==> src/design/dataflowPkg.sv <==
package dataflowPkg;

    typedef logic [7:0]  byte_t;     // Internal bus or register value
    typedef logic [15:0] address_t;  // Program counter value

    localparam int CONTROL_WIDTH = 48;
    typedef logic [CONTROL_WIDTH-1:0] controlWord_t;

    // Bus drivers
    localparam int DB_FROM_ACC     = 0;
    localparam int DB_FROM_PCL     = 1;
    localparam int DB_FROM_PCH     = 2;
    localparam int DB_FROM_PSR     = 3;
    localparam int DB_FROM_DATA    = 4;
    localparam int SB_FROM_X       = 5;
    localparam int SB_FROM_Y       = 6;
    localparam int SB_FROM_SP      = 7;
    localparam int SB_FROM_ALU     = 8;
    localparam int SB_FROM_ACC     = 9;
    localparam int ADL_FROM_PCL    = 10;
    localparam int ADL_FROM_SP     = 11;
    localparam int ADL_FROM_ALU    = 12;
    localparam int ADL_FROM_DATA   = 13;
    localparam int ADL_ZERO        = 14;
    localparam int ADH_FROM_PCH    = 15;
    localparam int ADH_FROM_DATA   = 16;
    localparam int ADH_ZERO        = 17;

    localparam int BRIDGE_SB_DB    = 18;
    localparam int BRIDGE_SB_ADH   = 19;

    // Register loads, sampled on the next rising edge
    localparam int LOAD_X          = 20;
    localparam int LOAD_Y          = 21;
    localparam int LOAD_SP         = 22;
    localparam int LOAD_ACC        = 23;
    localparam int LOAD_ALU        = 24;
    localparam int LOAD_DOR        = 25;
    localparam int LOAD_ABL        = 26;
    localparam int LOAD_ABH        = 27;
    localparam int LOAD_PCL        = 28;
    localparam int LOAD_PCH        = 29;
    localparam int PC_INC          = 30;

    // ALU operand selects
    localparam int ALU_A_SB        = 31;
    localparam int ALU_A_ZERO      = 32;
    localparam int ALU_B_DB        = 33;
    localparam int ALU_B_NOT_DB    = 34;
    localparam int ALU_B_ADL       = 35;

    localparam int ALU_SUM         = 36;
    localparam int ALU_AND         = 37;
    localparam int ALU_EOR         = 38;
    localparam int ALU_OR          = 39;
    localparam int ALU_SHIFT_RIGHT = 40;
    localparam int ALU_CARRY_IN    = 41;

    localparam int PSR_FROM_DB     = 42;
    localparam int PSR_C_FROM_ALU  = 43;
    localparam int PSR_V_FROM_ALU  = 44;
    localparam int PSR_Z_FROM_DB   = 45;
    localparam int PSR_N_FROM_DB   = 46;
    // Bit 47 spare

    // Flag positions in the status byte
    localparam int PSR_C = 0;
    localparam int PSR_Z = 1;
    localparam int PSR_I = 2;
    localparam int PSR_D = 3;
    localparam int PSR_V = 6;
    localparam int PSR_N = 7;

endpackage

==> src/design/busNetwork.sv <==
module busNetwork (
    input  dataflowPkg::controlWord_t control,
    input  dataflowPkg::byte_t        xValue,
    input  dataflowPkg::byte_t        yValue,
    input  dataflowPkg::byte_t        spValue,
    input  dataflowPkg::byte_t        accValue,
    input  dataflowPkg::byte_t        aluHoldValue,
    input  dataflowPkg::byte_t        dataLatch,
    input  dataflowPkg::byte_t        statusFlags,
    input  dataflowPkg::address_t     pcValue,
    output dataflowPkg::byte_t        dataBus,
    output dataflowPkg::byte_t        stackBus,
    output dataflowPkg::byte_t        addressLowBus,
    output dataflowPkg::byte_t        addressHighBus
);
    import dataflowPkg::*;

    byte_t pclValue;
    byte_t pchValue;
    byte_t dbRaw;   // Buses before the bridges
    byte_t sbRaw;
    byte_t adlRaw;
    byte_t adhRaw;
    byte_t dbMerged;
    byte_t sbMerged;
    byte_t commonValue;

    // An enabled source pulls bits low and a disabled one leaves the precharge
    function automatic byte_t pull(input logic enable, input byte_t value);
        return enable ? value : 8'hFF;
    endfunction

    assign pclValue = pcValue[7:0];
    assign pchValue = pcValue[15:8];

    always_comb begin
        dbRaw = 8'hFF;
        dbRaw &= pull(control[DB_FROM_ACC], accValue);
        dbRaw &= pull(control[DB_FROM_PCL], pclValue);
        dbRaw &= pull(control[DB_FROM_PCH], pchValue);
        dbRaw &= pull(control[DB_FROM_PSR], statusFlags);
        dbRaw &= pull(control[DB_FROM_DATA], dataLatch);

        sbRaw = 8'hFF;
        sbRaw &= pull(control[SB_FROM_X], xValue);
        sbRaw &= pull(control[SB_FROM_Y], yValue);
        sbRaw &= pull(control[SB_FROM_SP], spValue);
        sbRaw &= pull(control[SB_FROM_ALU], aluHoldValue);
        sbRaw &= pull(control[SB_FROM_ACC], accValue);

        adlRaw = 8'hFF;
        adlRaw &= pull(control[ADL_FROM_PCL], pclValue);
        adlRaw &= pull(control[ADL_FROM_SP], spValue);
        adlRaw &= pull(control[ADL_FROM_ALU], aluHoldValue);
        adlRaw &= pull(control[ADL_FROM_DATA], dataLatch);
        adlRaw &= pull(control[ADL_ZERO], 8'h00);  // Preset to 00

        adhRaw = 8'hFF;
        adhRaw &= pull(control[ADH_FROM_PCH], pchValue);
        adhRaw &= pull(control[ADH_FROM_DATA], dataLatch);
        adhRaw &= pull(control[ADH_ZERO], 8'h00);
    end

    // SB/DB bridge first and its result then meets ADH
    always_comb begin
        if (control[BRIDGE_SB_DB]) begin
            dbMerged = dbRaw & sbRaw;
            sbMerged = dbRaw & sbRaw;
        end else begin
            dbMerged = dbRaw;
            sbMerged = sbRaw;
        end

        commonValue = sbMerged & adhRaw;

        if (control[BRIDGE_SB_ADH]) begin
            stackBus       = commonValue;
            addressHighBus = commonValue;
            dataBus        = control[BRIDGE_SB_DB] ? commonValue : dbMerged;
        end else begin
            stackBus       = sbMerged;
            addressHighBus = adhRaw;
            dataBus        = dbMerged;
        end
    end

    assign addressLowBus = adlRaw;  // ADL has no bridge

endmodule

==> src/design/programCounter.sv <==
module programCounter #(
    parameter dataflowPkg::address_t PC_RESET = 16'hFFFC
) (
    input  logic                      clk,
    input  logic                      arstN,
    input  dataflowPkg::controlWord_t control,
    input  dataflowPkg::byte_t        addressLowBus,
    input  dataflowPkg::byte_t        addressHighBus,
    output dataflowPkg::address_t     pcValue
);
    import dataflowPkg::*;

    address_t loadedPc;
    address_t nextPc;

    // Halves load independently from the address buses
    always_comb begin
        loadedPc[7:0]  = control[LOAD_PCL] ? addressLowBus : pcValue[7:0];
        loadedPc[15:8] = control[LOAD_PCH] ? addressHighBus : pcValue[15:8];
    end

    // Full 16-bit add so the carry crosses into PCH
    assign nextPc = loadedPc + address_t'(control[PC_INC]);

    always_ff @(posedge clk or negedge arstN) begin
        if (!arstN) begin
            pcValue <= PC_RESET;
        end else begin
            pcValue <= nextPc;
        end
    end

endmodule

==> src/design/registerFile.sv <==
module registerFile #(
    parameter dataflowPkg::byte_t SP_RESET = 8'hFD
) (
    input  logic                      clk,
    input  logic                      arstN,
    input  dataflowPkg::controlWord_t control,
    input  dataflowPkg::byte_t        externalData,
    input  dataflowPkg::byte_t        dataBus,
    input  dataflowPkg::byte_t        stackBus,
    input  dataflowPkg::byte_t        addressLowBus,
    input  dataflowPkg::byte_t        addressHighBus,
    input  dataflowPkg::byte_t        aluResult,
    output dataflowPkg::byte_t        xValue,
    output dataflowPkg::byte_t        yValue,
    output dataflowPkg::byte_t        spValue,
    output dataflowPkg::byte_t        accValue,
    output dataflowPkg::byte_t        aluHoldValue,
    output dataflowPkg::byte_t        dataLatch,
    output dataflowPkg::byte_t        addressLow,
    output dataflowPkg::byte_t        addressHigh,
    output dataflowPkg::byte_t        dataOut
);
    import dataflowPkg::*;

    // Index and accumulator registers all load from SB
    always_ff @(posedge clk or negedge arstN) begin
        if (!arstN) begin
            xValue   <= '0;
            yValue   <= '0;
            spValue  <= SP_RESET;
            accValue <= '0;
        end else begin
            if (control[LOAD_X]) xValue <= stackBus;
            if (control[LOAD_Y]) yValue <= stackBus;
            if (control[LOAD_SP]) spValue <= stackBus;
            if (control[LOAD_ACC]) accValue <= stackBus;
        end
    end

    always_ff @(posedge clk or negedge arstN) begin
        if (!arstN) begin
            aluHoldValue <= '0;
        end else if (control[LOAD_ALU]) begin
            aluHoldValue <= aluResult;
        end
    end

    // Outward facing registers
    always_ff @(posedge clk or negedge arstN) begin
        if (!arstN) begin
            dataOut     <= '0;
            addressLow  <= '0;
            addressHigh <= '0;
        end else begin
            if (control[LOAD_DOR]) dataOut <= dataBus;
            if (control[LOAD_ABL]) addressLow <= addressLowBus;
            if (control[LOAD_ABH]) addressHigh <= addressHighBus;
        end
    end

    // Input latch runs one cycle behind the pins
    always_ff @(posedge clk or negedge arstN) begin
        if (!arstN) begin
            dataLatch <= '0;
        end else begin
            dataLatch <= externalData;
        end
    end

endmodule

==> src/design/alu.sv <==
module alu (
    input  dataflowPkg::controlWord_t control,
    input  dataflowPkg::byte_t        dataBus,
    input  dataflowPkg::byte_t        stackBus,
    input  dataflowPkg::byte_t        addressLowBus,
    output dataflowPkg::byte_t        aluResult,
    output logic                      carryOut,
    output logic                      overflowOut
);
    import dataflowPkg::*;

    byte_t      operandA;
    byte_t      operandB;
    logic [8:0] sumWide;  // Sum with carry in bit 8
    logic       carryIn;

    assign carryIn = control[ALU_CARRY_IN];

    // Operand inputs float high like the buses
    always_comb begin
        operandA = 8'hFF;
        if (control[ALU_A_SB]) operandA &= stackBus;
        if (control[ALU_A_ZERO]) operandA &= 8'h00;

        operandB = 8'hFF;
        if (control[ALU_B_DB]) operandB &= dataBus;
        if (control[ALU_B_NOT_DB]) operandB &= ~dataBus;
        if (control[ALU_B_ADL]) operandB &= addressLowBus;
    end

    assign sumWide = {1'b0, operandA} + {1'b0, operandB} + {8'b0, carryIn};

    always_comb begin
        aluResult   = 8'h00;
        carryOut    = 1'b0;
        overflowOut = 1'b0;
        if (control[ALU_SUM]) begin
            aluResult   = sumWide[7:0];
            carryOut    = sumWide[8];
            // Same input signs, different result sign
            overflowOut = (operandA[7] == operandB[7]) && (sumWide[7] != operandA[7]);
        end else if (control[ALU_AND]) begin
            aluResult = operandA & operandB;
        end else if (control[ALU_EOR]) begin
            aluResult = operandA ^ operandB;
        end else if (control[ALU_OR]) begin
            aluResult = operandA | operandB;
        end else if (control[ALU_SHIFT_RIGHT]) begin
            aluResult = {carryIn, operandA[7:1]};
            carryOut  = operandA[0];  // Bit 0 falls out
        end
    end

endmodule

==> src/design/statusRegister.sv <==
module statusRegister (
    input  logic                      clk,
    input  logic                      arstN,
    input  dataflowPkg::controlWord_t control,
    input  dataflowPkg::byte_t        dataBus,
    input  logic                      carryOut,
    input  logic                      overflowOut,
    output dataflowPkg::byte_t        statusFlags
);
    import dataflowPkg::*;

    logic carryFlag;
    logic zeroFlag;
    logic interruptFlag;
    logic decimalFlag;
    logic overflowFlag;
    logic negativeFlag;

    // Later assignments win, so specific loads override the DB load
    always_ff @(posedge clk or negedge arstN) begin
        if (!arstN) begin
            carryFlag     <= 1'b0;
            zeroFlag      <= 1'b0;
            interruptFlag <= 1'b0;
            decimalFlag   <= 1'b0;
            overflowFlag  <= 1'b0;
            negativeFlag  <= 1'b0;
        end else begin
            if (control[PSR_FROM_DB]) begin
                carryFlag     <= dataBus[PSR_C];
                zeroFlag      <= dataBus[PSR_Z];
                interruptFlag <= dataBus[PSR_I];
                decimalFlag   <= dataBus[PSR_D];
                overflowFlag  <= dataBus[PSR_V];
                negativeFlag  <= dataBus[PSR_N];
            end
            if (control[PSR_C_FROM_ALU]) carryFlag <= carryOut;
            if (control[PSR_V_FROM_ALU]) overflowFlag <= overflowOut;
            if (control[PSR_Z_FROM_DB]) zeroFlag <= (dataBus == 8'h00);
            if (control[PSR_N_FROM_DB]) negativeFlag <= dataBus[7];
        end
    end

    // Break and unused bits always read 1
    always_comb begin
        statusFlags        = 8'b0011_0000;
        statusFlags[PSR_C] = carryFlag;
        statusFlags[PSR_Z] = zeroFlag;
        statusFlags[PSR_I] = interruptFlag;
        statusFlags[PSR_D] = decimalFlag;
        statusFlags[PSR_V] = overflowFlag;
        statusFlags[PSR_N] = negativeFlag;
    end

endmodule

==> src/design/internalDataflow.sv <==
module internalDataflow #(
    parameter dataflowPkg::byte_t    SP_RESET = 8'hFD,
    parameter dataflowPkg::address_t PC_RESET = 16'hFFFC
) (
    input  logic                      clk,
    input  logic                      arstN,
    input  dataflowPkg::controlWord_t control,
    input  dataflowPkg::byte_t        externalData,
    output dataflowPkg::byte_t        addressLow,
    output dataflowPkg::byte_t        addressHigh,
    output dataflowPkg::byte_t        dataOut,
    output dataflowPkg::byte_t        statusFlags
);
    import dataflowPkg::*;

    // Stored values headed for the bus network
    byte_t    xValue;
    byte_t    yValue;
    byte_t    spValue;
    byte_t    accValue;
    byte_t    aluHoldValue;
    byte_t    dataLatch;
    address_t pcValue;

    // Resolved buses
    byte_t dataBus;
    byte_t stackBus;
    byte_t addressLowBus;
    byte_t addressHighBus;

    byte_t aluResult;
    logic  carryOut;
    logic  overflowOut;

    busNetwork buses (
        .control(control),
        .xValue(xValue),
        .yValue(yValue),
        .spValue(spValue),
        .accValue(accValue),
        .aluHoldValue(aluHoldValue),
        .dataLatch(dataLatch),
        .statusFlags(statusFlags),
        .pcValue(pcValue),
        .dataBus(dataBus),
        .stackBus(stackBus),
        .addressLowBus(addressLowBus),
        .addressHighBus(addressHighBus)
    );

    registerFile #(
        .SP_RESET(SP_RESET)
    ) registers (
        .clk(clk),
        .arstN(arstN),
        .control(control),
        .externalData(externalData),
        .dataBus(dataBus),
        .stackBus(stackBus),
        .addressLowBus(addressLowBus),
        .addressHighBus(addressHighBus),
        .aluResult(aluResult),
        .xValue(xValue),
        .yValue(yValue),
        .spValue(spValue),
        .accValue(accValue),
        .aluHoldValue(aluHoldValue),
        .dataLatch(dataLatch),
        .addressLow(addressLow),
        .addressHigh(addressHigh),
        .dataOut(dataOut)
    );

    programCounter #(
        .PC_RESET(PC_RESET)
    ) pc (
        .clk(clk),
        .arstN(arstN),
        .control(control),
        .addressLowBus(addressLowBus),
        .addressHighBus(addressHighBus),
        .pcValue(pcValue)
    );

    alu arithmetic (
        .control(control),
        .dataBus(dataBus),
        .stackBus(stackBus),
        .addressLowBus(addressLowBus),
        .aluResult(aluResult),
        .carryOut(carryOut),
        .overflowOut(overflowOut)
    );

    statusRegister psr (
        .clk(clk),
        .arstN(arstN),
        .control(control),
        .dataBus(dataBus),
        .carryOut(carryOut),
        .overflowOut(overflowOut),
        .statusFlags(statusFlags)
    );

endmodule

==> config.mk <==
export PLATFORM = sky130hd
export DESIGN_NAME = internalDataflow
export DESIGN_NICKNAME = d
export VERILOG_FILES = /design/src/design/dataflowPkg.sv /design/src/design/busNetwork.sv /design/src/design/programCounter.sv /design/src/design/registerFile.sv /design/src/design/alu.sv /design/src/design/statusRegister.sv /design/src/design/internalDataflow.sv
export SDC_FILE = /design/constraint.sdc
export NUM_CORES = 1
export LEC_CHECK = 0
export ABC_AREA = 1
export BUFFER_PORTS_ARGS = -buffer_cell sky130_fd_sc_hd__buf_2
export CAP_MARGIN = 20
export CORE_MARGIN = 2
export CORE_UTILIZATION = 40
export CTS_CLUSTER_SIZE = 30
export DETAILED_ROUTE_END_ITERATION = 10
export PLACE_DENSITY = 0.63
export SLEW_MARGIN = 20
export SYNTH_ARGS = -nofsm -noshare
export SYNTH_HDL_FRONTEND = slang
export SYNTH_SLANG_ARGS = --single-unit
==> constraint.sdc <==
create_clock -name clk -period 4.1 [get_ports clk]
set_input_delay 0.615 -clock clk [delete_from_list [all_inputs] [get_ports clk]]
set_output_delay 0.615 -clock clk [all_outputs]
set_load 0.03 [all_outputs]
==> results of run 1 <==
==> metal layers <==
layer / wire, microns / vias up / track usage
li1: - / 3226 / -
met1: 9921 / 2985 / 0.3505
met2: 9455 / 195 / 0.3892
met3: 1317 / 30 / 0.04795
met4: 439 / 2 / 0.07210
met5: 13 / - / 0
==> metrics by stage <==
stage | hold slack, ns | util | instances | area (sq um) | setup WS [ns]
after CTS | 0.3521 | 0.4598 | 1272 | 7571 | 0.5817
after detailed placement | 0.4677 | 0.4404 | 1256 | 7251 | 0.3886
final | 0.3635 | 0.4600 | 1273 | 7574 | 0.5093
after global routing | 0.3533 | 0.4598 | 1272 | 7571 | 0.1863
after floorplan | 0.3194 | - | 978 | 6681 | 0.8490
after global placement | 0.4651 | 0.4404 | 1256 | 7251 | 0.4278
==> final cells by class <==
class	instances	area (sq um)
antenna	1	2.502
clock buffer	13	280.3
clock inverter	3	40.04
fill	1731	8892
inverter	140	528.0
multi-input combinational	711	3598
sequential	94	2379
tap	220	275.3
timing repair buffer	91	470.5
==> cells by family after synthesis <==
logic type / share of synthesized area
mux: 0.008431
compound gates: 0.1411
xor+xnor: 0.01443
simple gates: 0.3341
flops: 0.3562
buf+inv: 0.1055
other cells: 0.0005616
fa+ha+maj: 0.03972
==> registers in the layout, summed over array words and instances (netlist names) <==
name	cells
registers.addressHigh	8
psr.overflowFlag	1
registers.addressLow	8
registers.accValue	8
psr.negativeFlag	1
registers.yValue	8
registers.aluHoldValue	8
registers.dataLatch	8
pc.pcValue	16
registers.dataOut	8
psr.zeroFlag	1
psr.carryFlag	1
psr.decimalFlag	1
registers.xValue	8
registers.spValue	8
psr.interruptFlag	1
==> final timing paths <==
kind | slack, ns | to
max reg2reg | 0.51 | registers.aluHoldValue[7]
min | 0.36 | registers.dataLatch[7]
max in group asynchronous | 2.74 | pc.pcValue[9]
max | 0.51 | registers.aluHoldValue[7]
min reg2reg | 0.49 | registers.accValue[7]
min in group asynchronous | 0.41 | registers.xValue[1]
==> placed cells by master (no fill, tap or decap), drive strengths merged, types with 2 or more instances in the layout <==
cell type / netlist / layout
dfrtp: 73 / 73
or2: 10 / 10
nor2: 91 / 91
conb: 1 / 2
nand2: 314 / 314
nor3: 12 / 12
buf: 26 / 91
xor2: 8 / 8
a21oi: 34 / 34
clkbuf: 7 / 13
o22ai: 4 / 4
fa: 2 / 2
clkinv: 3 / 5
mux2: 5 / 5
ha: 18 / 18
nand3: 74 / 74
o21ai: 103 / 103
a31oi: 11 / 11
nand4: 6 / 6
o211ai: 3 / 3
o21bai: 4 / 4
dfstp: 21 / 21
inv: 137 / 137
a21boi: 2 / 2
xnor2: 3 / 3
==> power by group through the flow <==
stage          clock network [mW]  logic [mW]  registers, mW
5_1_grt                     0.964       0.628           1.05
3_5_place_dp                    0       0.556           1.06
3_3_place_gp                    0       0.551           1.06
2_1_floorplan                   0       0.351           1.07
4_1_cts                     0.920       0.559           1.04
6_report                    0.906       0.559           1.04
==> worst reg2reg max path, delay by kind of cell (launching register included) <==
family | cells | cell delay [ns]
AO/OA/AOI/OAI | 5 | 1.17
flip-flops | 1 | 0.55
adder cells (fa/ha/maj) | 1 | 0.32
AND/OR/NAND/NOR | 9 | 1.16
buffers and inverters | 3 | 0.26
==> results.json, run 1 <==
{
  "synth_top_cells_by_area": "sky130_fd_sc_hd__dfrtp_1 (27%), sky130_fd_sc_hd__nand2_1 (17%), sky130_fd_sc_hd__dfstp_2 (8.3%), sky130_fd_sc_hd__inv_1 (6.7%), sky130_fd_sc_hd__o21ai_0 (5.2%)",
  "final_cycle_share": 0.8758,
  "most_instantiated_cells_after_synthesis": "sky130_fd_sc_hd__nand2_1 (299), sky130_fd_sc_hd__inv_1 (119), sky130_fd_sc_hd__nor2_1 (78)",
  "cp.required_ns": 4.32,
  "cts_tree": "yes",
  "post_synth.cell_area_avg_sq_um": 6.835,
  "max_cap_violations": 0,
  "post-cts-setup-buffers": 0,
  "yosys_warnings": 0,
  "crit_type": "register to register",
  "first_global_vias": 6168,
  "buffer_ports.inserted": 86,
  "flow.area_growth_from_synthesis_pct": 13.42,
  "arrival_time_worst_endpoint_ns": 3.81,
  "core_region_area_sq_um": 16470,
  "std_cell_rows": 47,
  "clk_tree_root_cell": "sky130_fd_sc_hd__clkbuf_16",
  "cp_num_buf_inv": 3,
  "grt_start_max_net_pins": 74,
  "tritoncts.num_buffers": 9,
  "ctsResizeCount": 0,
  "clock_tree_skew_after_final_layout_ns": 0.005007,
  "hold_viol": 0,
  "layout.nets": 1125,
  "worst_setup_sp": "registers.spValue[4]",
  "routed-via-count": 6438,
  "number_of_distinct_standard_cells_referenced_by_the_synthesized_netlist": 48,
  "power_mw": 2.508,
  "power_report.internal_total_mw": 1.705,
  "swShare": 0.3202,
  "cp-end-kind": "register",
  "floorplan.die.height_microns": 133.2,
  "start_util": 0.4055,
  "run_status": "finished clean",
  "hold_wc_path_type": "primary input to register",
  "syn_area_sq_um": 6678,
  "synth-edff-count": 0,
  "vdd_ir_max_uv": 194.6,
  "setup_tns_ns": 0,
  "worst_skew_pair.late_latency_ns": 0.35,
  "power.density_nw_per_um2": 331.1,
  "switching_power_total_uw": 803.0,
  "cts_max_path_buffers": 2,
  "synthDominantCellAreaShare": 0.2736,
  "slew-limit-headroom": 0.3643,
  "relative_contribution_of_sequential_cells_to_total_power": 0.416,
  "final_period_minus_worst_setup_slack_ns": 3.591,
  "synthArstFlopShare": 1.000,
  "timing.fmax_mhz": 278.5,
  "worst_hold_startpoint": "externalData[7]",
  "global_route_total_overflow": 0,
  "synth_top_area_cell": "sky130_fd_sc_hd__dfrtp_1",
  "cp_num_cells": 18,
  "postSynthRegisterBits": 94,
  "place.detailed.hpwl_microns": 16650,
  "grt_use_total": 0.2482,
  "crit-reg2reg-launch": "registers.spValue[4]",
  "crit_path_max_fanout": 5,
  "drive_above_1_share": 0.2053,
  "timing.critical_path.max_delay_family": "compound AO/OA/AOI/OAI gates",
  "drtIter0Drc": 531,
  "drcViolationCount": 0,
  "place.gp.congestion": 0.9283,
  "reg2regPathDepth": 18,
  "hold_path_depth": 1,
  "post_drt_via_cell_ratio": 5.057,
  "critical-path-top-cell-by-count": "sky130_fd_sc_hd__nand2_1",
  "max_slew.worst_pin.slew_ns": 0.9536,
  "timing.critical_path.slowest_cell_delay_ns": 0.55,
  "dominantRegCellSynth": "sky130_fd_sc_hd__dfrtp_1",
  "initial_antenna_violation_count": 1,
  "seq_area_frac_synth": 0.3562,
  "maxSlewViolCount": 0,
  "static-leakage-power_nw": 3.918,
  "post_cts_hold_buffer_count": 0,
  "route.antenna.remaining_nets": 0,
  "yosys.cell_count.top_type": "sky130_fd_sc_hd__nand2_1",
  "total_die_area_sq_um": 17740,
  "wire_per_inst_microns": 16.61,
  "dr.pass1.iters": 5,
  "cts.reportedPaths.clkPinSlew_ns": 0.06,
  "critical_path.slowest_cell": "sky130_fd_sc_hd__dfstp_2",
  "unrepaired_setup_endpoints_after_global_routing": "false",
  "crit_path_start_kind": "register",
  "synth_cells": 977,
  "setup_violations": 0,
  "cts.htree.levels": 3,
  "clock-sinks": 94,
  "die_w_microns": 133.2,
  "power.combinational.fraction": 0.223,
  "io_pins": 90,
  "share_clk_of_total_power": 0.361,
  "cell_by_cell_listing_of_the_critical_path": "inv_1 > nand2_1 > nand3_1 > nor2_1 > nand3_1 > o21ai_1 > nand2_1 > nand3_1 > inv_1 > ha_1 > inv_1 > o21ai_0 > a31oi_1 > nand2_1 > nand2_1 > nand2_1 > o21ai_0 > o21ai_0",
  "grt_pass1_wl_microns": 33820,
  "routed_wirelength_microns": 21150
}
Note: power is estimated with default switching activity, not from simulation.
==> run 2: changes to the inputs <==
CELL_PAD_IN_SITES_DETAIL_PLACEMENT = 1   (was unset)
CELL_PAD_IN_SITES_GLOBAL_PLACEMENT = 2   (was unset)
CORE_UTILIZATION = 33   (was 40)
PLACE_DENSITY = 0.86   (was 0.63)
==> run 2 against run 1 <==
  * Critical path depth is 4 higher
  * Design area is 0.86% higher
  * Sequential share of layout area is 0.27 points lower
  * First-iteration DRC count is 27% lower
  * Combinational power is 3% higher
  * Via count is 2.5% higher
  * Power is 0.26% lower
  * Clock-buffer cell count is 3 lower
  * Largest cell class unchanged
  * Highest routed layer is now met4
==> results.json, run 2 (synthesized netlist as in run 1, its figures left out) <==
{
  "io_pins": 90,
  "unrepaired_setup_endpoints_after_global_routing": "false",
  "ctsResizeCount": 0,
  "std_cell_rows": 52,
  "setup_tns_ns": 0,
  "floorplan.die.height_microns": 146.3,
  "setup_violations": 0,
  "post_drt_via_cell_ratio": 4.971,
  "place.gp.congestion": 0.9074,
  "power_mw": 2.501,
  "first_global_vias": 6704,
  "cp_num_buf_inv": 3,
  "timing.critical_path.slowest_cell_delay_ns": 0.56,
  "slew-limit-headroom": 0.5106,
  "max_cap_violations": 0,
  "layout.nets": 1129,
  "final_cycle_share": 0.8695,
  "ff_latch_area_sq_um": 2379,
  "hold_wc_path_type": "primary input to async pin",
  "cts_max_path_buffers": 2,
  "worst_skew_pair.late_latency_ns": 0.37,
  "largest_register_ff_count": 16,
  "drive_above_1_share": 0.2083,
  "wire_per_inst_microns": 18.31,
  "flow.area_growth_from_synthesis_pct": 14.39,
  "cp.required_ns": 4.39,
  "total_die_area_sq_um": 21390,
  "dr.pass1.iters": 5,
  "crit_path_start_kind": "register",
  "instances_no_fill": 1327,
  "placed_cells_incl_taps": 1310,
  "final_period_minus_worst_setup_slack_ns": 3.565,
  "timing.fmax_mhz": 280.5,
  "route.antenna.remaining_nets": 0,
  "routed_wirelength_microns": 24300,
  "hold_viol": 0,
  "cts.reportedPaths.clkPinSlew_ns": 0.08,
  "crit_type": "register to register",
  "run_status": "finished clean",
  "fin_ws_ns": 0.5351,
  "vdd_ir_max_uv": 207.6,
  "cts_tree": "yes",
  "cts.htree.levels": 3,
  "max_slew.worst_pin.slew_ns": 0.7340,
  "tritoncts.num_buffers": 9,
  "die_w_microns": 146.3,
  "post_cts_hold_buffer_count": 0,
  "power.density_nw_per_um2": 327.4,
  "max_flop_register": "pc.pcValue",
  "global_route_total_overflow": 0,
  "cell_by_cell_listing_of_the_critical_path": "inv_1 > nand2_1 > nand3_1 > nor2_1 > nand3_2 > o21ai_2 > nand2_1 > inv_1 > nor3_2 > fa_1 > fa_1 > nand3_1 > o211ai_1 > nand2_1 > nand2_1 > nand2_1 > nand2_1 > nand2_1 > nand2_1 > o21ai_0 > inv_1 > a21oi_1",
  "grt_start_max_net_pins": 54,
  "post-cts-setup-buffers": 0,
  "static-leakage-power_nw": 3.910,
  "crit_path_max_fanout": 5,
  "drcViolationCount": 0,
  "grt_use_total": 0.2328,
  "core_region_area_sq_um": 20040,
  "multi_input_comb_area_sq_um": 3598,
  "fillers": 2596,
  "critical_path.slowest_cell": "sky130_fd_sc_hd__dfstp_2",
  "clock_tree_skew_after_final_layout_ns": 0.009599,
  "final_common_cell": "sky130_fd_sc_hd__nand2_1",
  "cp-end-kind": "register",
  "final_cell_mix": "sky130_fd_sc_hd__nand2_1 (299), sky130_fd_sc_hd__inv_1 (119), sky130_fd_sc_hd__buf_2 (85)",
  "clk_tree_root_cell": "sky130_fd_sc_hd__clkbuf_16",
  "timing.critical_path.max_delay_family": "simple AND/OR/NAND/NOR gates",
  "drtIter0Drc": 390,
  "initial_antenna_violation_count": 1,
  "maxSlewViolCount": 0,
  "grt_pass1_wl_microns": 38500,
  "critical-path-top-cell-by-count": "sky130_fd_sc_hd__nand2_1",
  "buffer_ports.inserted": 86,
  "routed-via-count": 6596,
  "clock-sinks": 94,
  "start_util": 0.3332,
  "preCtsSetupSlack_ns": 0.3010,
  "arrival_time_worst_endpoint_ns": 3.86,
  "place.detailed.hpwl_microns": 19420
}
## run 2: layout make-up
| class | count | area share |
|---|---|---|
| Sequential cell | 94 | 0.3114 |
| Timing Repair Buffer | 95 | 0.06552 |
| Multi-Input combinational cell | 711 | 0.4711 |
| Clock inverter | 6 | 0.007043 |
| Tap cell | 270 | 0.04423 |
| Inverter | 140 | 0.06912 |
| Antenna cell | 1 | 0.0003276 |
| Clock buffer | 10 | 0.03129 |
## run 2: metrics by stage
| step | hold WS (ns) | cell area (sq um) | util |
|---|---|---|---|
| floorplan | 0.3194 | 6681 | - |
| global placement | 0.4651 | 7343 | 0.3664 |
| finish | 0.3117 | 7639 | 0.3812 |
| global route | 0.3467 | 7636 | 0.3811 |
| detailed placement | 0.4731 | 7343 | 0.3664 |
| CTS | 0.3366 | 7636 | 0.3811 |
## run 2: worst paths after layout
| check | start | endpoint | slack, ns | depth (start not counted) |
|---|---|---|---|---|
| worst min-delay path | arstN | registers.addressHigh[7] | 0.31 | 1 |
| worst max-delay path | registers.spValue[0] | registers.aluHoldValue[6] | 0.54 | 22 |
| worst max register to register | registers.spValue[0] | registers.aluHoldValue[6] | 0.54 | 22 |
| worst min register to register | registers.yValue[1] | registers.yValue[1] | 0.49 | 2 |
| max in group asynchronous | arstN | registers.spValue[3] | 2.93 | 2 |
| min in group clk | externalData[2] | registers.dataLatch[2] | 0.35 | 1 |
## run 2: worst register-to-register path, stage by stage (launching register included)
cell and delay, ns:
sky130_fd_sc_hd__dfstp_2 0.56, sky130_fd_sc_hd__inv_1 0.05, sky130_fd_sc_hd__nand2_1 0.06, sky130_fd_sc_hd__nand3_1 0.07
sky130_fd_sc_hd__nor2_1 0.24, sky130_fd_sc_hd__nand3_2 0.19, sky130_fd_sc_hd__o21ai_2 0.33, sky130_fd_sc_hd__nand2_1 0.09
sky130_fd_sc_hd__inv_1 0.08, sky130_fd_sc_hd__nor3_2 0.07, sky130_fd_sc_hd__fa_1 0.44, sky130_fd_sc_hd__fa_1 0.43
sky130_fd_sc_hd__nand3_1 0.09, sky130_fd_sc_hd__o211ai_1 0.11, sky130_fd_sc_hd__nand2_1 0.10, sky130_fd_sc_hd__nand2_1 0.05
sky130_fd_sc_hd__nand2_1 0.05, sky130_fd_sc_hd__nand2_1 0.06, sky130_fd_sc_hd__nand2_1 0.06, sky130_fd_sc_hd__nand2_1 0.04
sky130_fd_sc_hd__o21ai_0 0.14, sky130_fd_sc_hd__inv_1 0.05, sky130_fd_sc_hd__a21oi_1 0.15
## run 2: power breakdown
part / total, mW / switching, mW / internal (mW)
clock network: 0.881 / 0.441 / 0.440
logic: 0.577 / 0.402 / 0.175
registers: 1.04 / 0.0493 / 0.994
## run 2: metal layers
| metal | up-vias | wire (microns) | global-route usage |
|---|---|---|---|
| li1 | 3232 | - | - |
| met1 | 3181 | 11690 | 0.3295 |
| met2 | 156 | 11070 | 0.3724 |
| met3 | 27 | 1076 | 0.03219 |
| met4 | 0 | 468 | 0.06796 |
| met5 | - | 0 | 0 |
